--- src/logic/uart_pkg.sv ---
/*
  shared uart definitions
  - register offsets within the bus window
  - transmitter and receiver state encodings
  - frame constants (8N1)
*/
package uart_pkg;

    // byte offsets from base_addr
    typedef enum logic [1:0] {
        REG_TX_CMD  = 2'd0,  // write 0 to send, reads 1 when idle
        REG_TX_DATA = 2'd1,  // byte to send
        REG_RX_CMD  = 2'd2,  // 1 when a byte arrived, sw writes 0 to ack
        REG_RX_DATA = 2'd3   // last received byte, read only
    } reg_offset_t;

    typedef enum logic [1:0] {
        TX_IDLE,
        TX_START,
        TX_BITS,
        TX_STOP
    } tx_state_t;

    typedef enum logic [1:0] {
        RX_IDLE,
        RX_START,
        RX_BITS,
        RX_STOP
    } rx_state_t;

    localparam int DATA_BITS  = 8;   // data bits per frame, lsb first
    localparam int FRAME_BITS = 10;  // start + data + stop

endpackage
--- src/logic/asrm_uart.sv ---
/*
  memory mapped uart top level
  - register block on the system bus
  - transmitter and receiver, each with its own bit timer
*/
`timescale 1ns/1ps

module asrm_uart #(
    parameter int                   word_size = 16,
    parameter int                   addr_size = 16,
    parameter logic [addr_size-1:0] base_addr = 16'hFF04,
    parameter int                   clk_freq  = 1000000,
    parameter int                   baud_rate = 9600
)(
    input  logic                 clk,
    input  logic                 reset,
    input  logic                 enable,
    input  logic [addr_size-1:0] addr,
    input  logic                 write_en,
    input  logic [word_size-1:0] data_in,
    output logic [word_size-1:0] data_out,
    input  logic                 rx,
    output logic                 tx
);

    localparam int clks_per_bit = clk_freq / baud_rate;  // integer divide, pick exact clocks

    logic [7:0] tx_byte;
    logic       tx_start;
    logic       tx_done;
    logic [7:0] rx_byte;
    logic       rx_done;

    uart_regs #(
        .word_size (word_size),
        .addr_size (addr_size),
        .base_addr (base_addr)
    ) regs (
        .clk      (clk),
        .reset    (reset),
        .enable   (enable),
        .addr     (addr),
        .write_en (write_en),
        .data_in  (data_in),
        .data_out (data_out),
        .tx_byte  (tx_byte),
        .tx_start (tx_start),
        .tx_done  (tx_done),
        .rx_byte  (rx_byte),
        .rx_done  (rx_done)
    );

    uart_tx #(.clks_per_bit(clks_per_bit)) transmitter (
        .clk      (clk),
        .reset    (reset),
        .tx_byte  (tx_byte),
        .tx_start (tx_start),
        .tx       (tx),
        .tx_done  (tx_done)
    );

    uart_rx #(.clks_per_bit(clks_per_bit)) receiver (
        .clk     (clk),
        .reset   (reset),
        .rx      (rx),
        .rx_byte (rx_byte),
        .rx_done (rx_done)
    );

endmodule

--- src/logic/uart_regs.sv ---
/*
  uart register block
  - window decode at base_addr, four byte registers
  - bus writes merged with tx_done and rx_done strobes
  - zero extended combinational read data
*/
`timescale 1ns/1ps

module uart_regs
    import uart_pkg::*;
#(
    parameter int                   word_size = 16,
    parameter int                   addr_size = 16,
    parameter logic [addr_size-1:0] base_addr = 16'hFF04
)(
    input  logic                 clk,
    input  logic                 reset,
    input  logic                 enable,
    input  logic [addr_size-1:0] addr,
    input  logic                 write_en,
    input  logic [word_size-1:0] data_in,
    output logic [word_size-1:0] data_out,
    output logic [7:0]           tx_byte,
    output logic                 tx_start,
    input  logic                 tx_done,
    input  logic [7:0]           rx_byte,
    input  logic                 rx_done
);

    logic [addr_size-1:0] rel_addr;  // addr - base, wraps below the window
    logic                 sel;
    logic                 wr;
    reg_offset_t          offset;
    logic [7:0]           tx_cmd;
    logic [7:0]           tx_data;
    logic [7:0]           rx_cmd;
    logic [7:0]           rx_data;
    logic [7:0]           rd_byte;

    // addresses below base wrap to large values, so one compare covers both ends
    assign rel_addr = addr - base_addr;
    assign sel      = enable && (rel_addr < addr_size'(4));
    assign wr       = sel && write_en;
    assign offset   = reg_offset_t'(rel_addr[1:0]);

    assign tx_byte  = tx_data;
    assign tx_start = (tx_cmd == 8'd0);  // held until tx_done reloads 1

    always_ff @(posedge clk)
    begin
        if (!reset)
        begin
            tx_cmd  <= 8'd1;  // idle, no send pending
            tx_data <= 8'd0;
            rx_cmd  <= 8'd0;
            rx_data <= 8'd0;
        end
        else
        begin
            // engine strobes win over a bus write in the same cycle
            if (tx_done)
                tx_cmd <= 8'd1;
            else if (wr && offset == REG_TX_CMD)
                tx_cmd <= data_in[7:0];

            if (wr && offset == REG_TX_DATA)
                tx_data <= data_in[7:0];

            if (rx_done)
                rx_cmd <= 8'd1;
            else if (wr && offset == REG_RX_CMD)
                rx_cmd <= data_in[7:0];  // sw ack

            if (rx_done)
                rx_data <= rx_byte;  // overwrites an unread byte
        end
    end

    always_comb
    begin
        case (offset)
            REG_TX_CMD:  rd_byte = tx_cmd;
            REG_TX_DATA: rd_byte = tx_data;
            REG_RX_CMD:  rd_byte = rx_cmd;
            default:     rd_byte = rx_data;
        endcase
    end

    assign data_out = sel ? word_size'(rd_byte) : '0;  // upper bits always 0

endmodule

--- src/logic/uart_rx.sv ---
/*
  uart receiver
  - two flop synchronizer on rx
  - start edge detect, half bit wait, start bit recheck
  - mid bit sampling of 8 data bits lsb first
  - stop bit check, rx_done only for a good frame
*/
`timescale 1ns/1ps

module uart_rx
    import uart_pkg::*;
#(
    parameter int clks_per_bit = 10
)(
    input  logic       clk,
    input  logic       reset,
    input  logic       rx,
    output logic [7:0] rx_byte,
    output logic       rx_done
);

    localparam int timer_w = (clks_per_bit > 1) ? $clog2(clks_per_bit) : 1;
    localparam int index_w = $clog2(DATA_BITS);
    localparam logic [timer_w-1:0] last_tick = timer_w'(clks_per_bit - 1);
    localparam logic [timer_w-1:0] half_tick = timer_w'(clks_per_bit / 2 - 1);
    localparam logic [index_w-1:0] last_bit  = index_w'(DATA_BITS - 1);

    rx_state_t          state;
    logic               rx_meta;     // first sync stage
    logic               rx_sync;     // safe to use
    logic [timer_w-1:0] bit_timer;
    logic [index_w-1:0] bit_index;
    logic [7:0]         shift_reg;   // filled from the top, lsb first
    logic               bit_end;
    logic               mid_start;

    assign bit_end   = (bit_timer == last_tick);
    assign mid_start = (bit_timer == half_tick);
    assign rx_byte   = shift_reg;
    assign rx_done   = (state == RX_STOP) && bit_end && rx_sync;  // good stop only

    always_ff @(posedge clk)
    begin
        if (!reset)
        begin
            rx_meta <= 1'b1;  // idle level
            rx_sync <= 1'b1;
        end
        else
        begin
            rx_meta <= rx;
            rx_sync <= rx_meta;
        end
    end

    always_ff @(posedge clk)
    begin
        if (!reset)
        begin
            state     <= RX_IDLE;
            bit_timer <= '0;
            bit_index <= '0;
        end
        else
        begin
            case (state)
                RX_IDLE:
                begin
                    bit_timer <= '0;
                    if (!rx_sync)
                        state <= RX_START;  // falling edge seen
                end
                RX_START:
                    if (mid_start)
                    begin
                        // later samples now land mid bit
                        bit_timer <= '0;
                        bit_index <= '0;
                        state     <= rx_sync ? RX_IDLE : RX_BITS;  // glitch check
                    end
                    else
                        bit_timer <= bit_timer + 1'b1;
                RX_BITS:
                    if (bit_end)
                    begin
                        bit_timer <= '0;
                        bit_index <= bit_index + 1'b1;
                        if (bit_index == last_bit)
                            state <= RX_STOP;
                    end
                    else
                        bit_timer <= bit_timer + 1'b1;
                RX_STOP:
                    if (bit_end)
                        state <= RX_IDLE;  // bad stop just drops the byte
                    else
                        bit_timer <= bit_timer + 1'b1;
                default:
                    state <= RX_IDLE;
            endcase
        end
    end

    always_ff @(posedge clk)
    begin
        if (state == RX_BITS && bit_end)
            shift_reg <= {rx_sync, shift_reg[7:1]};
    end

endmodule

--- src/logic/uart_tx.sv ---
/*
  uart transmitter
  - own bit timer, clks_per_bit cycles per bit
  - start bit, 8 data bits lsb first, stop bit
  - registered tx line, tx_done in last stop cycle
*/
`timescale 1ns/1ps

module uart_tx
    import uart_pkg::*;
#(
    parameter int clks_per_bit = 10
)(
    input  logic       clk,
    input  logic       reset,
    input  logic [7:0] tx_byte,
    input  logic       tx_start,
    output logic       tx,
    output logic       tx_done
);

    localparam int timer_w = (clks_per_bit > 1) ? $clog2(clks_per_bit) : 1;
    localparam int index_w = $clog2(DATA_BITS);
    localparam logic [timer_w-1:0] last_tick = timer_w'(clks_per_bit - 1);
    localparam logic [index_w-1:0] last_bit  = index_w'(DATA_BITS - 1);

    tx_state_t          state;
    logic [timer_w-1:0] bit_timer;   // cycles into current bit
    logic [index_w-1:0] bit_index;   // data bit being sent
    logic [7:0]         shift_reg;   // bit 0 is the next data bit
    logic               tx_reg;
    logic               bit_end;

    assign bit_end = (bit_timer == last_tick);
    assign tx      = tx_reg;
    assign tx_done = (state == TX_STOP) && bit_end;  // one cycle, end of frame

    always_ff @(posedge clk)
    begin
        if (!reset)
        begin
            state     <= TX_IDLE;
            bit_timer <= '0;
            bit_index <= '0;
            tx_reg    <= 1'b1;  // line idles high
        end
        else
        begin
            // timer free runs inside a frame, wraps every bit
            if (state == TX_IDLE || bit_end)
                bit_timer <= '0;
            else
                bit_timer <= bit_timer + 1'b1;

            case (state)
                TX_IDLE:
                begin
                    tx_reg <= 1'b1;
                    if (tx_start)
                    begin
                        state  <= TX_START;
                        tx_reg <= 1'b0;  // start bit
                    end
                end
                TX_START:
                    if (bit_end)
                    begin
                        state     <= TX_BITS;
                        bit_index <= '0;
                        tx_reg    <= shift_reg[0];  // first data bit
                    end
                TX_BITS:
                    if (bit_end)
                    begin
                        if (bit_index == last_bit)
                        begin
                            state  <= TX_STOP;
                            tx_reg <= 1'b1;  // stop bit
                        end
                        else
                        begin
                            bit_index <= bit_index + 1'b1;
                            tx_reg    <= shift_reg[1];  // next bit after shift
                        end
                    end
                TX_STOP:
                    if (bit_end)
                        state <= TX_IDLE;
                default:
                    state <= TX_IDLE;
            endcase
        end
    end

    // byte latched on leaving idle, later bus writes do not touch the frame
    always_ff @(posedge clk)
    begin
        if (state == TX_IDLE && tx_start)
            shift_reg <= tx_byte;
        else if (state == TX_BITS && bit_end)
            shift_reg <= shift_reg >> 1;
    end

endmodule

--- config.mk ---
export PLATFORM = sky130hd
export DESIGN_NAME = asrm_uart
export DESIGN_NICKNAME = d
export VERILOG_FILES = /design/src/logic/uart_pkg.sv /design/src/logic/asrm_uart.sv /design/src/logic/uart_regs.sv /design/src/logic/uart_rx.sv /design/src/logic/uart_tx.sv
export SDC_FILE = /design/constraint.sdc
export NUM_CORES = 1
export LEC_CHECK = 0
export BUFFER_PORTS_ARGS = -buffer_cell sky130_fd_sc_hd__buf_2
export CAP_MARGIN = 10
export CORE_MARGIN = 2
export CORE_UTILIZATION = 30
export DETAILED_ROUTE_END_ITERATION = 8
export PLACE_DENSITY = 0.58
export SLEW_MARGIN = 20
export SYNTH_ARGS = -nofsm -noshare
export SYNTH_HDL_FRONTEND = slang
export SYNTH_SLANG_ARGS = --single-unit
--- constraint.sdc ---
create_clock -name clk -period 3 [get_ports clk]
set_clock_uncertainty 0.05 [all_clocks]
set_input_delay 0.3 -clock clk [delete_from_list [all_inputs] [get_ports clk]]
set_output_delay 0.3 -clock clk [all_outputs]
set_load 0.1 [all_outputs]
==> out/metrics.yaml <==
power:
  p_leak_nw: 1.539
  ir_worst_vdd_uv: 263.3
  cellPowerDensity_mw_per_mm2: 535.1
  finalPower_w: 0.002394
logic_synthesis:
  yosys_warnings: 0
  async_flop_share_pct: 0
  synthCells: 386
  ys_ff_latch: 75
  synth-edff-count: 16
  synth_cell_types: 50
  synth_ff_type: "dfxtp_1"
  ys_seq_area_share_pct: 43.33
  syn-cell-area_mm2: 0.003835
  avgSynthCellArea_um2: 9.935
sta:
  fin_crit_ns: 2.828
  rsz0062_at_grt: "no"
  max_freq_ghz: 0.3537
  hold_violations: 0
  max_slew_margin_pct: 44.79
  worst_slew_pin_slew_ns: 0.8282
  slew_viol_final: 0
  fin_crit_sh_pct: 94.25
  setup_viol: 0
  fin_tns_setup_ns: 0
die:
  rows: 41
  die_area_mm2: 0.01370
  die_x_um: 117.1
  core-area_mm2: 0.01257
  initial_core_util_pct: 30.51
  ioPinCount: 54
  dieHeight_um: 117.1
run:
  cap_viol_max_count: 0
global_route:
  grt_pass1_wl_um: 14530
  antenna_found_initial: 0
  gr-total-overflow: 0
  first_global_vias: 2868
  grt_usage_pct: 13.47
  grt_max_degree: 25
routing:
  vias_per_cell: 5.057
  wl_um: 8715
  initialDrtViolationCount: 191
  drc: 0
  drt-pass1-iter-count: 4
  antenna_left: 0
  dr_total_vias: 3009
  post_drt_wl_per_cell_um: 14.65
clocking:
  numCtsBuffers: 9
  clockBufferDepth: 2
  clkTransAtPathRegs_ns: 0.06
  cts_tree: "done"
  cts.sinks: 75
  ctsHoldBuffers: 0
  cts_setup_buffers: 0
  clk_latency_ns: 0.33
  htreeDepth: 3
  cts.repair.resized: 0
  cts-root-buf: "clkbuf_16"
setup_path:
  crit_fanout: 8
  cp_common_cell: "buf_2"
  cp.arrival_ns: 2.48
  cp_slowest_stage_delay_ns: 0.55
  r2r_end: "receiver.bit_timer[0]$_SDFFE_PN0P_"
  cp-end-kind: "output pin"
  worstPathRequired_ns: 2.65
  crit_path_end: "data_out[3]"
  criticalPathCategory: "in2out"
  ff2ff_path_depth: 6
  worstPathCellList: "buf_2, or4_4, nor3_4, nand3_1, or3_1, nor2b_2, buf_2"
  r2r-start: "receiver.bit_timer[0]$_SDFFE_PN0P_"
  cp-start-kind: "input pin"
  slowest_stage: "or4_4"
  crit_start: "addr[7]"
  r2r_setup_slack_ns: 0.76
finish:
  final_cell_mix: "dfxtp_1, nor2_1, buf_2"
  layout_commonest_cell: "dfxtp_1"
  finalNetCount: 470
  drive_gt1_share_pct: 21.04
  area_growth_pct: 16.67
  num_antenna_cells: 0
place:
  gp_congestion: 0.8424
  dp_hpwl_um: 6374
  portBuffers: 37
hold_path:
  hp-class: "in2reg"
run_status:
  status: "completed"
==> final cells by class <==
| class | count | area, um2 |
|---|---|---|
| clock inverter | 6 | 56.30 |
| tap | 172 | 215.2 |
| fill | 1265 | 8094 |
| inverter | 11 | 41.29 |
| timing repair buffer | 42 | 267.8 |
| clock buffer | 10 | 229.0 |
| multi-input combinational | 279 | 2003 |
| sequential | 75 | 1662 |
==> cell usage after synthesis (3+ instances only) <==
master / number / area [um2]
a21oi_1: 31 / 155.2
a22oi_1: 3 / 22.52
and3_1: 6 / 37.54
buf_2: 4 / 20.02
buf_4: 12 / 90.09
clkbuf_1: 12 / 45.04
dfxtp_1: 59 / 1181
edfxtp_1: 16 / 480.5
ha_1: 15 / 187.7
inv_1: 10 / 37.54
mux2_2: 8 / 90.09
mux2i_1: 13 / 130.1
mux4_2: 8 / 180.2
nand2_1: 16 / 60.06
nand2b_1: 5 / 31.28
nand3_1: 12 / 60.06
nand3b_1: 3 / 22.52
nand4_1: 25 / 156.4
nor2_1: 34 / 127.6
nor2b_2: 8 / 70.07
nor3_1: 6 / 30.03
nor4_1: 5 / 31.28
o21ai_0: 11 / 55.05
o31ai_1: 22 / 165.2
or2_2: 3 / 18.77
xnor2_1: 6 / 52.55
xor2_1: 4 / 35.03
==> stage by stage <==
| step | instances | hold WS [ns] | util, % | setup slack (ns) | area [um2] |
|---|---|---|---|---|---|
| floorplan | 393 | 0.3363 | - | 0.1817 | 3861 |
| global placement | 579 | 0.3433 | 33.33 | 0.2087 | 4189 |
| detailed placement | 579 | 0.3493 | 33.33 | 0.1588 | 4189 |
| CTS | 595 | 0.09822 | 35.60 | 0.1565 | 4474 |
| global route | 595 | 0.1150 | 35.60 | 0.07143 | 4474 |
| finish | 595 | 0.1023 | 35.60 | 0.1724 | 4474 |
==> routing by layer <==
layer | track usage (%) | vias to the layer above | wire length [um]
met3 | 2.523 | 13 | 372
met2 | 21.93 | 73 | 4223
li1 | - | 1496 | -
met5 | 0 | - | 0
met4 | 4.863 | 0 | 157
met1 | 17.93 | 1427 | 3962
==> critical path, delay by kind of cell <==
kind          cells  cell delay [ns]
simple gates      5             1.65
buf+inv           2             0.52
==> power breakdown <==
part           switching, W  total (W)  internal, W
clock              0.000398    0.00103     0.000636
sequential        0.0000151    0.00106      0.00104
combinational      0.000212   0.000301    0.0000889
==> how the worst min path moves through the flow <==
stage / startpoint / to / slack [ns] / depth (start not counted)
after global placement: receiver.rx_meta$_SDFF_PN1_ / receiver.rx_sync$_SDFF_PN1_ / 0.34 / 1
after detailed placement: receiver.rx_meta$_SDFF_PN1_ / receiver.rx_sync$_SDFF_PN1_ / 0.35 / 1
after CTS: rx / receiver.rx_meta$_SDFF_PN1_ / 0.1 / 2
after global routing: rx / receiver.rx_meta$_SDFF_PN1_ / 0.11 / 2
after floorplan: receiver.rx_meta$_SDFF_PN1_ / receiver.rx_sync$_SDFF_PN1_ / 0.34 / 1
final: rx / receiver.rx_meta$_SDFF_PN1_ / 0.10 / 2
==> logic make-up (layout without fill, tap and decap cells) <==
kind of cell               after synthesis  count (layout)  share of synthesized area, %
AOI/OAI and AO/OA                       82              82                         13.74
xor gates and xnor gates                10              10                         2.284
adders and majority gates               15              15                         4.894
buffers and inverters                   39              69                         5.122
DFF                                     75              75                         43.33
muxes                                   29              29                         10.44
other                                    1               8                       0.09779
and+or+nand+nor                        135             135                         20.10
Power figures use the tool's default switching activity.
